`config.mk`:
```
export PLATFORM = sky130hd
export DESIGN_NAME = sha2_msg_sched
export DESIGN_NICKNAME = d
export VERILOG_FILES = /design/src/rtl/sha2_pkg.sv /design/src/rtl/sha2_msg_sched.sv
export VERILOG_INCLUDE_DIRS = /design/src /design/src/include
export SDC_FILE = /design/constraint.sdc
export NUM_CORES = 2
export LEC_CHECK = 0
export ABC_CLOCK_PERIOD_IN_PS = 7600
export BUFFER_PORTS_ARGS = -buffer_cell sky130_fd_sc_hd__buf_2
export CAP_MARGIN = 20
export CELL_PAD_IN_SITES_DETAIL_PLACEMENT = 1
export CELL_PAD_IN_SITES_GLOBAL_PLACEMENT = 1
export CORE_MARGIN = 3
export CORE_UTILIZATION = 40
export CTS_CLUSTER_SIZE = 10
export DETAILED_ROUTE_END_ITERATION = 6
export PLACE_DENSITY = 0.65
export SETUP_SLACK_MARGIN = 0.05
export SLEW_MARGIN = 25
export SYNTH_ARGS = -nofsm -noshare
export SYNTH_HDL_FRONTEND = slang
export SYNTH_SLANG_ARGS = --single-unit
```
`constraint.sdc`:
```
create_clock -name clk_i -period 7.6 [get_ports clk_i]
set_input_delay 0.76 -clock clk_i [delete_from_list [all_inputs] [get_ports clk_i]]
set_output_delay 0.76 -clock clk_i [all_outputs]
set_load 0.05 [all_outputs]
```
`src/include/sha2_defines.svh`:
```
/* SHA-2 engine widths and counts */

`ifndef SHA2_DEFINES_SVH
`define SHA2_DEFINES_SVH

// input beat and internal word
`define SHA2_DATA_W 64

// output digest bus
`define SHA2_DIGEST_W 512

// beats per block, schedule depth
`define SHA2_BLOCK_WORDS 16

// hash words a to h
`define SHA2_STATE_WORDS 8

// round index, up to 79
`define SHA2_ROUND_W 7

`endif

```
`src/rtl/sha2_pkg.sv`:
```
/* SHA-2 engine types */

package sha2_pkg;

    // msb set means 64-bit words and 80 rounds
    typedef enum logic [1:0] {
        SHA_224 = 2'b00,
        SHA_256 = 2'b01,
        SHA_384 = 2'b10,
        SHA_512 = 2'b11
    } mode_t;

    typedef enum logic [2:0] {
        CTRL_IDLE   = 3'd0,
        CTRL_LOAD   = 3'd1,
        CTRL_ROUND  = 3'd2,
        CTRL_UPDATE = 3'd3,
        CTRL_DONE   = 3'd4
    } ctrl_state_t;

endpackage

```
`src/rtl/sha2_msg_sched.sv`:
```
/* SHA-2 message schedule */

`timescale 1ns/1ns

`include "sha2_defines.svh"

module sha2_msg_sched (
    input  logic                        clk_i,
    input  logic                        rst_n_i,
    input  sha2_pkg::mode_t             mode_i,
    input  logic [`SHA2_DATA_W-1:0]     in_data_i,
    input  logic                        sched_load_i,
    input  logic                        round_en_i,
    input  logic [`SHA2_ROUND_W-1:0]    round_idx_i,
    output logic [`SHA2_DATA_W-1:0]     sched_word_o
);

    logic                                              wide;
    logic [`SHA2_BLOCK_WORDS-1:0][`SHA2_DATA_W-1:0]    w_q;
    logic [`SHA2_DATA_W-1:0]                           beat_be;
    logic [`SHA2_DATA_W-1:0]                           w_next;

    function automatic logic [`SHA2_DATA_W-1:0] rotr(input logic [`SHA2_DATA_W-1:0] x,
                                                     input int unsigned n, input logic wd);
        logic [31:0] lo;
        lo = (x[31:0] >> n) | (x[31:0] << (32 - n));
        return wd ? ((x >> n) | (x << (64 - n))) : {32'b0, lo};
    endfunction

    assign wide = mode_i[1];

    // stream order to big-endian word
    assign beat_be = wide ? {<<8{in_data_i}} : {32'b0, {<<8{in_data_i[31:0]}}};

    // W[t] from the window W[t-16..t-1], w_q[0] oldest
    always_comb begin
        logic [`SHA2_DATA_W-1:0] s0;
        logic [`SHA2_DATA_W-1:0] s1;
        logic [`SHA2_DATA_W-1:0] sum;
        s0 = wide ? rotr(w_q[1], 1, 1'b1) ^ rotr(w_q[1], 8, 1'b1) ^ (w_q[1] >> 7)
                  : rotr(w_q[1], 7, 1'b0) ^ rotr(w_q[1], 18, 1'b0) ^ (w_q[1] >> 3);
        s1 = wide ? rotr(w_q[14], 19, 1'b1) ^ rotr(w_q[14], 61, 1'b1) ^ (w_q[14] >> 6)
                  : rotr(w_q[14], 17, 1'b0) ^ rotr(w_q[14], 19, 1'b0) ^ (w_q[14] >> 10);
        sum = s1 + w_q[9] + s0 + w_q[0];
        w_next = wide ? sum : {32'b0, sum[31:0]};
    end

    assign sched_word_o = (round_idx_i < `SHA2_BLOCK_WORDS) ? w_q[round_idx_i[3:0]] : w_next;

    always_ff @(posedge clk_i or negedge rst_n_i) begin
        if (!rst_n_i) begin
            w_q <= '0;
        end else if (sched_load_i) begin
            w_q <= {beat_be, w_q[`SHA2_BLOCK_WORDS-1:1]};
        end else if (round_en_i && round_idx_i >= `SHA2_BLOCK_WORDS) begin
            w_q <= {w_next, w_q[`SHA2_BLOCK_WORDS-1:1]};  // slide window
        end
    end

endmodule

```
==> flow_metrics.tcl <==
set metrics [dict create \
    cts_buffers 119 \
    period_share_pct 96.41 \
    fp.dieW_um 387.5 \
    synthFlopType "dfrtp_1" \
    synthArstFlopShare_pct 100.0 \
    endpoint_kind "output port" \
    worst_setup_path_start_kind "flop" \
    drt_first_pass_iters 5 \
    largest_reg_flops 1024 \
    finalSetupTns_ps 0 \
    met1_length_um 80160 \
    tightest_slew_ps 1078 \
    fmax_mhz 136.5 \
    cp_max_fo 8 \
    rows 139 \
    met2_length_um 82390 \
    status "finished, final reports clean" \
    portBuffers 139 \
    ys_seq_area_share_pct 44.02 \
    synth_area_um2 58210 \
    reg_top3 "w_q x1024" \
    core-area_um2 144000 \
    start_util_pct 40.42 \
    grt.overflow.total 0 \
    crit_required_ps 6840 \
    critPathKind "flop to output port" \
    num_io_pins 141 \
    wl_per_cell_um 27.43 \
    areaGrowthSynthToFinish_pct 10.64 \
    gp_congestion 0.9245 \
    ys_seq_elements 1024 \
    die_height_um 387.5 \
    synth.distinct_cells 70 \
    final_cell_mix "dfrtp_1, mux2_2, mux4_2" \
    nets 4738 \
    grt_pass1_wl_um 264000 \
    cts.htree.levels 3 \
    routed_wl_um 176000 \
    grt_max_degree 193 \
    vias 36870 \
    synth_nets 4803 \
    clockBufferDepth 3 \
    slew_violations 0 \
    mostFrequentLayoutCell "dfrtp_1" \
    hold_viol 0 \
    finalCriticalPeriod_ps 7327 \
    antenna_left 0 \
    finalSetupViolations 0 \
    drc 0 \
    cts_tree "yes" \
    path_clk_slew_ps 60 \
    rsz0062_at_grt "no" \
    hp-class "input port to flop" \
    seq_area_um2 25630 \
    grt_pass1_vias 38850 \
    place_hpwl_um 125200 \
    antennaDiodeCount 0 \
    maxCapViolCount 0 \
    drtIter0Drc 2484 \
    top_layer "met5" \
    largest_register "w_q" \
    clock_latency_ps 770 \
    wl_met3_um 8798 \
    synth_warnings 0 \
    antenna_found_initial 10 \
    grt_usage_pct 23.45 \
    cts_root_buf "clkbuf_16" \
    die_area_um2 150100 \
    fillers 14710 \
    slew_headroom_pct 28.10 \
    drive_gt1_share_pct 36.09 \
    avgViaCountPerCell 5.745 \
    synth_cells 4537 \
    synth_edf_count 0 \
    cp.arrival_ps 6570 \
    avgSynthCellArea_um2 12.83 \
    multi_input_area_um2 30040 \
    clock_sinks 1024 \
    fin_worst_skew_ps 36.97 \
]
==> critical path, stage by stage (launching register included) <==
cell,delay (ps)
dfrtp_1,590
xor2_1,230
nand2_1,90
o21ai_0,110
xnor2_1,310
fa_1,510
fa_1,540
inv_1,50
ha_1,270
a21o_1,140
nand4_1,230
a211oi_1,420
nor3_1,190
o21a_1,280
o31ai_1,650
a31oi_1,230
xor2_1,430
o21ai_0,310
buf_12,240
==> kinds of logic (layout without fill, tap and decap cells) <==
logic type      Yosys count  count (layout)  share of synthesized area, %
fa+ha+maj               189             189                         5.687
buf+inv                 655             632                         4.428
simple gates            423             423                         3.112
mux                    1304            1304                         31.26
xor+xnor                398             398                         5.988
flops                  1024            1024                         44.02
compound gates          544             544                         5.502
==> cell type report <==
| class | count | share of cell area (%) |
|---|---|---|
| multi-input cells | 2858 | 46.64 |
| flip-flops and latches | 1024 | 39.80 |
| clock buffers | 151 | 4.950 |
| well taps | 1903 | 3.697 |
| repair buffers | 217 | 3.205 |
| inverters | 252 | 1.469 |
| clock inverters | 12 | 0.2390 |
==> Yosys cell counts (36+ instances only) <==
cell type	number	area (um2)
buf_2	93	465.5
xnor2_1	299	2619
ha_1	63	788.3
xor2_1	99	867.1
inv_1	251	942.2
a21o_1	36	270.3
nor2_1	108	405.4
a21oi_1	143	715.7
mux2_2	913	10280
fa_1	126	2522
o21ai_0	218	1091
mux4_2	320	7207
nand2_1	237	889.6
mux2i_1	71	710.7
dfrtp_1	1024	25620
buf_1	46	172.7
clkbuf_1	262	983.4
==> final timing paths <==
| check | slack, ps | end | cells past startpoint | start |
|---|---|---|---|---|
| max | 270 | sched_word_o[38] | 18 | w_q[74] |
| min | 280 | w_q[1022] | 3 | in_data_i[6] |
| max reg2reg | 2000 | w_q[991] | 18 | w_q[78] |
| min reg2reg | 500 | w_q[519] | 2 | w_q[519] |
| max in group asynchronous | 5000 | w_q[435] | 4 | rst_n_i |
| min in group asynchronous | 570 | w_q[341] | 2 | rst_n_i |
==> per-layer routing <==
metal  track usage (%)  up-vias
li1                  -    15800
met1             33.53    20070
met2             37.26      760
met3             3.639      229
met4             6.353        4
met5                 0        -
==> stage by stage <==
step,instance area [um2],utilization (%),setup slack (ps),instances,hold WS [ps]
floorplan,58210,-,445.0,4537,462.4
global placement,61010,42.36,500.1,6252,484.2
detailed placement,61020,42.37,530.8,6252,495.3
CTS,64370,44.70,169.1,6416,205.8
global route,64410,44.73,62.35,6417,258.7
finish,64410,44.73,273.1,6417,284.1
==> repair_timing <==
item                       CTS  global route
resized for setup            4             4
pin swaps                    0             0
hold buffers                 1             0
setup endpoints to repair    2            10
gates cloned                 0             0
hold endpoints to repair    10             0
buffers inserted             0             0
Power is not shown: default switching activity piles up to over one toggle a cycle in this logic, so the estimate is an artifact.
