### src/include/sha2_defines.svh
/* SHA-2 engine widths and counts */

`ifndef SHA2_DEFINES_SVH
`define SHA2_DEFINES_SVH

// input beat and internal word
`define SHA2_DATA_W 64

// output digest bus
`define SHA2_DIGEST_W 512

// beats per block, schedule depth
`define SHA2_BLOCK_WORDS 16

// hash words a to h
`define SHA2_STATE_WORDS 8

// round index, up to 79
`define SHA2_ROUND_W 7

`endif

### src/rtl/sha2_pkg.sv
/* SHA-2 engine types */

package sha2_pkg;

    // msb set means 64-bit words and 80 rounds
    typedef enum logic [1:0] {
        SHA_224 = 2'b00,
        SHA_256 = 2'b01,
        SHA_384 = 2'b10,
        SHA_512 = 2'b11
    } mode_t;

    typedef enum logic [2:0] {
        CTRL_IDLE   = 3'd0,
        CTRL_LOAD   = 3'd1,
        CTRL_ROUND  = 3'd2,
        CTRL_UPDATE = 3'd3,
        CTRL_DONE   = 3'd4
    } ctrl_state_t;

endpackage

### src/rtl/sha2_compress.sv
/* SHA-2 compression and chaining state */

`timescale 1ns/1ns

`include "sha2_defines.svh"

module sha2_compress (
    input  logic                                                clk_i,
    input  logic                                                rst_n_i,
    input  sha2_pkg::mode_t                                     mode_i,
    input  logic [`SHA2_STATE_WORDS-1:0][`SHA2_DATA_W-1:0]      init_hash_i,
    input  logic [`SHA2_DATA_W-1:0]                             round_k_i,
    input  logic [`SHA2_DATA_W-1:0]                             sched_word_i,
    input  logic                                                msg_start_i,
    input  logic                                                block_start_i,
    input  logic                                                round_en_i,
    input  logic                                                state_update_i,
    output logic [`SHA2_STATE_WORDS-1:0][`SHA2_DATA_W-1:0]      hash_state_o
);

    logic                                                wide;
    logic [`SHA2_STATE_WORDS-1:0][`SHA2_DATA_W-1:0]      chain_q;
    logic [`SHA2_STATE_WORDS-1:0][`SHA2_DATA_W-1:0]      work_q;  // a at index 0
    logic [`SHA2_DATA_W-1:0]                             big_s0;
    logic [`SHA2_DATA_W-1:0]                             big_s1;
    logic [`SHA2_DATA_W-1:0]                             ch;
    logic [`SHA2_DATA_W-1:0]                             maj;
    logic [`SHA2_DATA_W-1:0]                             t1;
    logic [`SHA2_DATA_W-1:0]                             t2;

    function automatic logic [`SHA2_DATA_W-1:0] rotr(input logic [`SHA2_DATA_W-1:0] x,
                                                     input int unsigned n, input logic wd);
        logic [31:0] lo;
        lo = (x[31:0] >> n) | (x[31:0] << (32 - n));
        return wd ? ((x >> n) | (x << (64 - n))) : {32'b0, lo};
    endfunction

    function automatic logic [`SHA2_DATA_W-1:0] fit(input logic [`SHA2_DATA_W-1:0] x,
                                                    input logic wd);
        return wd ? x : {32'b0, x[31:0]};
    endfunction

    assign wide = mode_i[1];

    assign big_s0 = wide ? rotr(work_q[0], 28, 1'b1) ^ rotr(work_q[0], 34, 1'b1)
                           ^ rotr(work_q[0], 39, 1'b1)
                         : rotr(work_q[0], 2, 1'b0) ^ rotr(work_q[0], 13, 1'b0)
                           ^ rotr(work_q[0], 22, 1'b0);
    assign big_s1 = wide ? rotr(work_q[4], 14, 1'b1) ^ rotr(work_q[4], 18, 1'b1)
                           ^ rotr(work_q[4], 41, 1'b1)
                         : rotr(work_q[4], 6, 1'b0) ^ rotr(work_q[4], 11, 1'b0)
                           ^ rotr(work_q[4], 25, 1'b0);

    assign ch  = (work_q[4] & work_q[5]) ^ (~work_q[4] & work_q[6]);
    assign maj = (work_q[0] & work_q[1]) ^ (work_q[0] & work_q[2]) ^ (work_q[1] & work_q[2]);
    assign t1  = work_q[7] + big_s1 + ch + round_k_i + sched_word_i;
    assign t2  = big_s0 + maj;

    assign hash_state_o = chain_q;

    always_ff @(posedge clk_i or negedge rst_n_i) begin
        if (!rst_n_i) begin
            chain_q <= '0;
            work_q  <= '0;
        end else if (msg_start_i) begin
            chain_q <= init_hash_i;  // first block starts from the IV too
            work_q  <= init_hash_i;
        end else if (block_start_i) begin
            work_q <= chain_q;
        end else if (round_en_i) begin
            work_q <= {work_q[6:4], fit(work_q[3] + t1, wide), work_q[2:0], fit(t1 + t2, wide)};
        end else if (state_update_i) begin
            for (int i = 0; i < `SHA2_STATE_WORDS; i++) begin
                chain_q[i] <= fit(chain_q[i] + work_q[i], wide);  // feed-forward
            end
        end
    end

endmodule

### config.mk
export PLATFORM = sky130hd
export DESIGN_NAME = sha2_compress
export DESIGN_NICKNAME = d
export VERILOG_FILES = /design/src/rtl/sha2_pkg.sv /design/src/rtl/sha2_compress.sv
export VERILOG_INCLUDE_DIRS = /design/src /design/src/include
export SDC_FILE = /design/constraint.sdc
export NUM_CORES = 2
export LEC_CHECK = 0
export BUFFER_PORTS_ARGS = -buffer_cell sky130_fd_sc_hd__buf_2
export CORE_MARGIN = 5
export CORE_UTILIZATION = 40
export DETAILED_ROUTE_END_ITERATION = 10
export SLEW_MARGIN = 10
export SYNTH_ARGS = -nofsm -noshare
export SYNTH_HDL_FRONTEND = slang
export SYNTH_SLANG_ARGS = --single-unit
### constraint.sdc
create_clock -name clk_i -period 9.75 [get_ports clk_i]
set_input_delay 0.975 -clock clk_i [delete_from_list [all_inputs] [get_ports clk_i]]
set_output_delay 0.975 -clock clk_i [all_outputs]
set_load 0.02 [all_outputs]
==> impl_metrics.yaml <==
outcome:
  status: "complete, no violations"
placement:
  dp.cells: 16150
  place_congestion: 1.004
  dp_hpwl_mm: 392.8
  io_buffers: 1158
  dp_slack_ns: 0.04519
grt:
  grt_start_max_net_pins: 196
  grt_use_total_pct: 37.67
  grt_pass1_wl_mm: 705.2
  grt-ovfl-total: 0
  antenna_found_initial: 175
  first_global_vias: 93340
detailed_routing:
  drt-initial-drc-count: 11880
  routed_via_density: 6.123
  wl_per_cell_um: 30.47
  vias: 101100
  firstDrtPassIters: 8
  antenna_left: 0
  drc: 0
  wirelength_mm: 503.0
cts:
  post-cts-setup-buffers: 0
  clkTransAtPathRegs_ns: 0.06
  clock_latency_ns: 0.84
  cts.sinks: 1024
  holdBufCountCts: 0
  clock_path_buffers: 3
  cts_resized: 0
  cts_tree: "done"
  numCtsBuffers: 142
  ctsHtreeMaxLevel: 4
  root_buffer: "clkbuf_16"
logic_synthesis:
  ys_warn_count: 0
  ys.flop_type: "dfrtp_1"
  ys_async_sr_fraction_pct: 100.0
  synthCells: 12360
  yosysUniqueCellTypes: 96
  synth_seq_cells: 1024
  mappedNetlistArea_um2: 98110
  syn_avg_cell_area_um2: 7.937
  synth-seq-area-share_pct: 26.12
  synth.net_count: 13960
  synth_edf_count: 0
  synth_top_area_share_pct: 26.12
  synth_area_leaders: "dfrtp_1, ha_1, a21oi_1, xnor2_1, fa_1"
  synth_top_cell_by_area: "dfrtp_1"
worst_setup_path:
  reg2reg_from: "work_q[271]$_DFFE_PN0P_"
  arrival_ns: 9.89
  cp_common_cell: "a21oi_1"
  crit_start: "work_q[271]$_DFFE_PN0P_"
  slowest_delay_ns: 0.54
  path_buf_inv: 2
  path_max_fanout: 6
  crit_family: "compound AO/OA/AOI/OAI gates"
  required_ns: 10.43
  worst_setup_path_end_kind: "register"
  crit_type: "register to register"
  rr_worst_depth: 35
  cp_slowest_cell: "fa_1"
  worst-path-stages: 35
  crit_path_end: "work_q[59]$_DFFE_PN0P_"
  rrSetupSlack_ns: 0.55
  reg2reg_to: "work_q[59]$_DFFE_PN0P_"
  start_kind: "register"
die:
  fp.dieH_um: 505.3
  row_count: 181
  fp.dieW_um: 505.3
  core_area_um2: 243700
  start_util_pct: 40.26
  die_area_um2: 255300
  io_pins: 1160
job:
  drv_cap: 0
final_layout:
  final.fill_count: 24710
  nNetsFinal: 14690
  instances_no_fill: 16510
  area_delta_synth_final_pct: 14.27
  drive_gt1_share_pct: 13.10
sta:
  worst_slack_ns: 0.5466
  finalSetupViolCount: 0
  tightestPinTransition_ns: 1.317
  fmax_ghz: 0.1087
  finalHoldViolCount: 0
  min_period_over_period_pct: 94.39
  skew_ns: 0.03256
  rsz0062_at_grt: "false"
  slew_headroom_pct: 11.58
  hold_ws_ns: 0.2477
  final_max_slew_viol_count: 0
  period_minus_slack_ns: 9.203
worst_hold_path:
  min_path_type: "primary input to asynchronous set/reset pin"
## registers in the layout (all words and copies together) (netlist names)
signal / count
hash_state_o: 512
work_q: 512
## layer usage
layer,wire length [um],track usage (%)
met5,721,0
met3,53770,10.75
met2,211000,55.19
met4,34170,22.27
met1,203300,49.28
## how the worst min path moves through the flow
| stage | start | endpoint |
|---|---|---|
| finish | rst_n_i | hash_state_o[162]$_DFFE_PN0P_ |
| global route | rst_n_i | work_q[164]$_DFFE_PN0P_ |
| CTS | rst_n_i | hash_state_o[160]$_DFFE_PN0P_ |
| detailed placement | work_q[355]$_DFFE_PN0P_ | work_q[355]$_DFFE_PN0P_ |
| global placement | work_q[355]$_DFFE_PN0P_ | work_q[355]$_DFFE_PN0P_ |
| floorplan | work_q[441]$_DFFE_PN0P_ | work_q[441]$_DFFE_PN0P_ |
## metrics by stage
step | utilization [%] | setup TNS, ns | area [um2]
6_report | 46.01 | 0 | 112100
5_1_grt | 45.97 | 0 | 112000
4_1_cts | 45.91 | 0 | 111900
3_5_place_dp | 43.87 | 0 | 106900
3_3_place_gp | 43.87 | -0.01002 | 106900
2_1_floorplan | - | 0 | 98110
## cell usage after synthesis, types with 83 or more instances
cell type,count
o21bai_1,109
nand3_1,136
ha_1,693
buf_1,83
a21oi_1,1310
a211oi_1,139
mux2i_1,162
nand2b_1,109
fa_1,261
a22oi_1,137
a31oi_1,140
xor2_1,365
xnor2_1,622
and3_1,83
nor2b_1,107
a21o_1,517
dfrtp_1,1024
or3_1,89
o21a_1,134
inv_1,894
o21ai_0,934
nand4_1,113
nor3_1,95
nand2_1,1028
nor2_1,1225
a221oi_1,255
o21ai_1,104
clkbuf_1,700
## final cells by class
cell class	instances	area [um2]	area share [%]
sequential	1024	25620	22.86
timing repair buffer	1375	7671	6.842
multi-input combinational	9649	66240	59.08
inverter	895	3374	3.010
tap	3202	4006	3.573
clock buffer	200	4146	3.698
antenna	100	250.2	0.2232
clock inverter	61	803.3	0.7165
## placed cells by master (no fill, tap or decap), drive strengths merged, types with 79 or more instances in the layout
cell / instances
nand2b: 109
buf: 1375
nand2: 1028
fa: 261
nor3: 95
a221oi: 257
a22oi: 137
mux2i: 162
xnor2: 622
and3: 83
diode: 100
a21oi: 1312
nand4: 113
nor2: 1225
dfrtp: 1024
ha: 693
xor2: 365
o21bai: 110
a21o: 517
o21a: 134
o21ai: 1040
nor2b: 107
a31oi: 141
nand3: 136
or3: 89
o211ai: 79
clkbuf: 200
a211oi: 142
inv: 904
## kinds of logic (layout without fill, tap and decap cells)
family	count (synthesis)	count (layout)	share of synthesized area, %
flip-flops	1024	1024	26.12
multiplexers	202	202	2.112
AND/OR/NAND/NOR	3148	3148	14.16
buffers and inverters	1688	2531	6.471
AO/OA/AOI/OAI	4329	4329	27.87
adder cells (fa/ha/maj)	983	983	14.46
XOR/XNOR	987	987	8.811
other	0	100	0
Power is left out: the tool's default activity adds up to more than one toggle a clock period on the data nets, which glitch-free logic cannot reach.
