**src/include/sha2_defines.svh**
```systemverilog
/* SHA-2 engine widths and counts */

`ifndef SHA2_DEFINES_SVH
`define SHA2_DEFINES_SVH

// input beat and internal word
`define SHA2_DATA_W 64

// output digest bus
`define SHA2_DIGEST_W 512

// beats per block, schedule depth
`define SHA2_BLOCK_WORDS 16

// hash words a to h
`define SHA2_STATE_WORDS 8

// round index, up to 79
`define SHA2_ROUND_W 7

`endif

```
**src/rtl/sha2_pkg.sv**
```systemverilog
/* SHA-2 engine types */

package sha2_pkg;

    // msb set means 64-bit words and 80 rounds
    typedef enum logic [1:0] {
        SHA_224 = 2'b00,
        SHA_256 = 2'b01,
        SHA_384 = 2'b10,
        SHA_512 = 2'b11
    } mode_t;

    typedef enum logic [2:0] {
        CTRL_IDLE   = 3'd0,
        CTRL_LOAD   = 3'd1,
        CTRL_ROUND  = 3'd2,
        CTRL_UPDATE = 3'd3,
        CTRL_DONE   = 3'd4
    } ctrl_state_t;

endpackage

```
**src/rtl/sha2_hash_ctrl.sv**
```systemverilog
/* SHA-2 engine controller */

`timescale 1ns/1ns

`include "sha2_defines.svh"

module sha2_hash_ctrl (
    input  logic                        clk_i,
    input  logic                        rst_n_i,
    input  sha2_pkg::mode_t             in_mode_i,
    input  logic                        in_last_i,
    input  logic                        in_valid_i,
    input  logic                        out_valid_i,
    output logic                        in_ready_o,
    output sha2_pkg::mode_t             mode_o,
    output logic                        sched_load_o,
    output logic                        block_start_o,
    output logic                        msg_start_o,
    output logic                        round_en_o,
    output logic                        state_update_o,
    output logic                        digest_done_o,
    output logic [`SHA2_ROUND_W-1:0]    round_idx_o
);

    localparam int BEAT_W = $clog2(`SHA2_BLOCK_WORDS);
    localparam logic [`SHA2_ROUND_W-1:0] LAST_RND_32 = 63;
    localparam logic [`SHA2_ROUND_W-1:0] LAST_RND_64 = 79;

    sha2_pkg::ctrl_state_t        state_q;
    sha2_pkg::mode_t              mode_q;
    logic                         last_q;
    logic [BEAT_W-1:0]            beat_cnt_q;
    logic [`SHA2_ROUND_W-1:0]     round_cnt_q;
    logic                         accept;
    logic                         beat_last;
    logic                         round_last;

    // no new message while a digest waits
    assign in_ready_o = (state_q == sha2_pkg::CTRL_LOAD)
                        || (state_q == sha2_pkg::CTRL_IDLE && !out_valid_i);
    assign accept     = in_valid_i && in_ready_o;
    assign beat_last  = beat_cnt_q == BEAT_W'(`SHA2_BLOCK_WORDS - 1);
    assign round_last = round_cnt_q == (mode_q[1] ? LAST_RND_64 : LAST_RND_32);

    always_comb begin
        if (state_q == sha2_pkg::CTRL_IDLE) begin
            mode_o = in_mode_i;  // first beat sees the new mode
        end else begin
            mode_o = mode_q;
        end
    end

    assign sched_load_o   = accept;
    assign msg_start_o    = accept && state_q == sha2_pkg::CTRL_IDLE;
    assign block_start_o  = accept && beat_cnt_q == '0;
    assign round_en_o     = state_q == sha2_pkg::CTRL_ROUND;
    assign round_idx_o    = round_cnt_q;
    assign state_update_o = state_q == sha2_pkg::CTRL_UPDATE;
    assign digest_done_o  = state_q == sha2_pkg::CTRL_DONE;

    always_ff @(posedge clk_i or negedge rst_n_i) begin
        if (!rst_n_i) begin
            state_q     <= sha2_pkg::CTRL_IDLE;
            mode_q      <= sha2_pkg::SHA_224;
            last_q      <= 1'b0;
            beat_cnt_q  <= '0;
            round_cnt_q <= '0;
        end else begin
            if (accept) begin
                beat_cnt_q <= beat_cnt_q + 1'b1;  // wraps after beat 15
            end
            if (msg_start_o) begin
                mode_q <= in_mode_i;
            end
            if (accept && beat_last) begin
                last_q <= in_last_i;
            end
            round_cnt_q <= (round_en_o && !round_last) ? round_cnt_q + 1'b1 : '0;

            case (state_q)
                sha2_pkg::CTRL_IDLE:   if (accept) state_q <= sha2_pkg::CTRL_LOAD;
                sha2_pkg::CTRL_LOAD:   if (accept && beat_last) state_q <= sha2_pkg::CTRL_ROUND;
                sha2_pkg::CTRL_ROUND:  if (round_last) state_q <= sha2_pkg::CTRL_UPDATE;
                sha2_pkg::CTRL_UPDATE: state_q <= last_q ? sha2_pkg::CTRL_DONE
                                                         : sha2_pkg::CTRL_LOAD;
                default:               state_q <= sha2_pkg::CTRL_IDLE;
            endcase
        end
    end

endmodule

```
**config.mk**
```make
export PLATFORM = sky130hd
export DESIGN_NAME = sha2_hash_ctrl
export DESIGN_NICKNAME = d
export VERILOG_FILES = /design/src/rtl/sha2_pkg.sv /design/src/rtl/sha2_hash_ctrl.sv
export VERILOG_INCLUDE_DIRS = /design/src /design/src/include
export SDC_FILE = /design/constraint.sdc
export NUM_CORES = 1
export LEC_CHECK = 0
export BUFFER_PORTS_ARGS = -buffer_cell sky130_fd_sc_hd__buf_2
export CAP_MARGIN = 25
export CORE_ASPECT_RATIO = 1.25
export CORE_MARGIN = 1
export CORE_UTILIZATION = 45
export DETAILED_ROUTE_END_ITERATION = 10
export PLACE_DENSITY = 0.78
export SETUP_SLACK_MARGIN = 0.1
export SLEW_MARGIN = 5
export SYNTH_ARGS = -nofsm -noshare
export SYNTH_HDL_FRONTEND = slang
export SYNTH_SLANG_ARGS = --single-unit
```
**constraint.sdc**
```tcl
create_clock -name clk_i -period 1.4 [get_ports clk_i]
set_input_delay 0.07 -clock clk_i [delete_from_list [all_inputs] [get_ports clk_i]]
set_output_delay 0.07 -clock clk_i [all_outputs]
set_load 0.05 [all_outputs]
```
==> results.json <==
{
  "diodes": 0,
  "reg2reg_depth": 4,
  "cp.arrival_ns": 1.67,
  "vdd_drop_max_uv": 1280,
  "cp_slowest_cell": "dfrtp_2",
  "timing.critical_path.to_type": "output pin",
  "synth_enable_flop_cells": 0,
  "yosysWarningCount": 0,
  "tritoncts": "built",
  "post_route_cells_drive_above_1_share_pct": 68.6,
  "crit_path_max_incr_delay_ns": 0.46,
  "setup_viol": 20,
  "critical_path_fanouts_max": 3,
  "route.detailed.vias_per_inst": 5.59,
  "period_needed_ns": 1.74,
  "syn_area_um2": 880,
  "number_of_standard_cell_rows_in_the_floorplan": 17,
  "die-area_um2": 2140,
  "count_of_max_cap_constraint_violations": 0,
  "leakagePower_nw": 0.737,
  "asyncSetResetFlopFracSynth_pct": 100,
  "detailedPlace.worstSlack_ns": -0.154,
  "area_delta_synth_final_pct": 75.0,
  "effective_utilization_at_floorplan_pct": 48.7,
  "syn_avg_cell_area_um2": 10.9,
  "cts_num_sinks": 17,
  "period_share_pct": 124,
  "critPathRequiredTime_ns": 1.33,
  "achievable-frequency_ghz": 0.575,
  "outcome": "finished with violations",
  "hpwl_mm": 1.34,
  "maxSlewHeadroom_pct": 73.3,
  "syn_inst": 81,
  "global_route.overflow_total": 0,
  "synthesis.nets": 91,
  "startpoint_type": "flip-flop",
  "number_of_hold_slack_violations_in_the_final_timing_report": 0,
  "detail_route.drc_violations": 0,
  "final_antenna_violating_net_count": 0,
  "timing.final.ws_setup_ns": -0.339,
  "grt_setup_unrepaired": "true",
  "cts.htree.levels": 1,
  "worst_setup_hold_path_clk_slew_ns": 0.11,
  "drtIter0Drc": 5,
  "report.final.slew_viol_count": 0,
  "wire_per_inst_um": 19.0,
  "cpMostUsedCell": "buf_6",
  "grt_pass1_vias": 883,
  "design.portCount": 23,
  "global_route_wire_length_before_repair_mm": 4.13,
  "largest_net_degree_at_the_start_of_global_routing": 18,
  "worstMarginPinSlew_ns": 0.401,
  "port_buffers": 22,
  "ys_dominant_reg_cell": "dfrtp_1",
  "route.vias.total": 872,
  "cts.path.max_buffers": 2,
  "clk_root_buffer_cell": "clkbuf_4",
  "synth.ff_latch_count": 17,
  "fp.coreArea_um2": 1810,
  "final_net_count": 148,
  "grt_util_all_layers_pct": 26.9,
  "initial_antenna_violation_count": 0,
  "violations": "negative setup slack",
  "yosysUniqueCellTypes": 28,
  "worstSkewPairLatency_ns": 0.29,
  "globalplace.congestion": 0.847,
  "p_total_w": 0.00246,
  "synth-seq-area-share_pct": 48.4,
  "drt_pre_antenna_iters": 4,
  "power-per-cell-area_nw_per_um2": 1600,
  "routed_wl_mm": 2.96,
  "min_path_type": "in -> reg",
  "fin_worst_skew_ns": 0.0163,
  "type_of_the_setup_path_with_the_least_slack": "reg -> out",
  "hold_depth": 2,
  "cts_made_buffers": 3,
  "die_width_um": 41.5,
  "layout.core_utilization_pct": 85.1,
  "cp_cell_sequence": "buf_6 > nor3_2 > buf_4 > mux2_4 > buf_6",
  "dieHeight_um": 51.4
}
[layout make-up]
class,instances,area [µm²]
clock buffers,4,26.3
fillers,95,269
inverters,6,27.5
multi-input cells,55,562
flip-flops and latches,17,434
well taps,19,23.8
repair buffers,55,465
[what timing repair did]
action	4_1_cts	5_1_grt
pin swaps	14	9
endpoints found under the hold margin	17	0
buffers inserted	13	7
resized for setup	46	13
hold buffers	1	0
setup endpoints to repair	17	25
[cells in the mapped netlist (2+ instances only)]
master   number  area (µm²)
nor2_1       10        37.5
buf_6         2        22.5
dfrtp_1      17         425
xnor2_1       5        43.8
xor2_1        3        26.3
nand4_1       2        12.5
nor3_1        3        15.0
nand2_1       3        11.3
a21oi_1       2        10.0
nand3_1       2        10.0
mux2_2        5        56.3
inv_1         6        22.5
ha_1          3        37.5
and2_1        2        12.5
nor3b_1       3        22.5
[final timing paths]
kind	startpoint	to	slack, ns
min in group asynchronous	rst_n_i	mode_q[1]$_DFFE_PN0P_	0.23
worst max-delay path	state_q[0]$_DFFE_PN0P_	mode_o[0]	-0.34
worst min register to register	round_idx_o[0]$_DFF_PN0_	round_idx_o[0]$_DFF_PN0_	0.47
worst min-delay path	in_last_i	last_q$_DFFE_PN0P_	0.01
worst max register to register	state_q[2]$_DFFE_PN0P_	state_q[0]$_DFFE_PN0P_	-0.24
max in group asynchronous	rst_n_i	round_idx_o[0]$_DFF_PN0_	0.85
[critical path, delay by kind of cell (launching register included)]
family / cells / cell delay (ns)
DFF: 1 / 0.46
buffers and inverters: 3 / 0.45
muxes: 1 / 0.30
and+or+nand+nor: 1 / 0.16
[registers in the layout (all words and copies together) (netlist names)]
signal       cells
mode_q           2
beat_cnt_q       4
last_q           1
state_q          3
round_idx_o      7
[where the power goes]
part	switching (W)	internal [W]	total, W	leakage [nW]
clock network	0.000153	0.000110	0.000263	0.0150
registers	0.000124	0.000615	0.000739	0.209
logic	0.000727	0.000729	0.00146	0.512
[layer usage]
layer | share of wire [%] | global-route usage, % | vias to the layer above
met5 | 0 | 0 | -
met3 | 1.8 | 2.12 | 8
li1 | - | - | 395
met2 | 59 | 52.6 | 32
met1 | 35 | 27.1 | 437
met4 | 3.4 | 16.1 | 0
[kinds of logic (layout without fill, tap and decap cells)]
| family | after synthesis | in the layout | synth area share [%] |
|---|---|---|---|
| flip-flops | 17 | 17 | 48.4 |
| AO/OA/AOI/OAI | 7 | 7 | 6.12 |
| multiplexers | 5 | 5 | 6.40 |
| adder cells (fa/ha/maj) | 3 | 3 | 4.27 |
| AND/OR/NAND/NOR | 32 | 32 | 21.2 |
| buffers and inverters | 9 | 65 | 5.69 |
| XOR/XNOR | 8 | 8 | 7.97 |
[metrics by stage]
stage          instances  setup TNS (ns)  hold WS, ns  instance area (µm²)
5_1_grt              156           -4.15       0.0160                 1540
3_5_place_dp         133          -0.452       0.0143                 1170
2_1_floorplan         81           -1.94       -0.226                  961
3_3_place_gp         133          -0.221      0.00754                 1170
6_report             156           -3.36       0.0137                 1540
4_1_cts              151           -1.86       0.0154                 1460
[cell usage in the layout (no fill, tap or decap), types with 2 or more instances in the layout]
cell type  Yosys  routed
clkbuf_4       0       3
xnor2_1        5       3
mux2_4         0       4
dfrtp_2        0       7
nor3b_4        0       3
a21oi_1        2       2
nor2_1        10       5
xor2_1         3       3
buf_4          0      21
nor2_4         0       2
buf_6          2      18
buf_2          1      13
buf_8          0       2
inv_1          6       3
xnor2_2        0       2
ha_1           3       2
nor2_2         0       3
nand4_1        2       2
nand3_1        2       2
inv_2          0       2
dfrtp_1       17      10
Note: power is estimated with default switching activity, not from simulation.
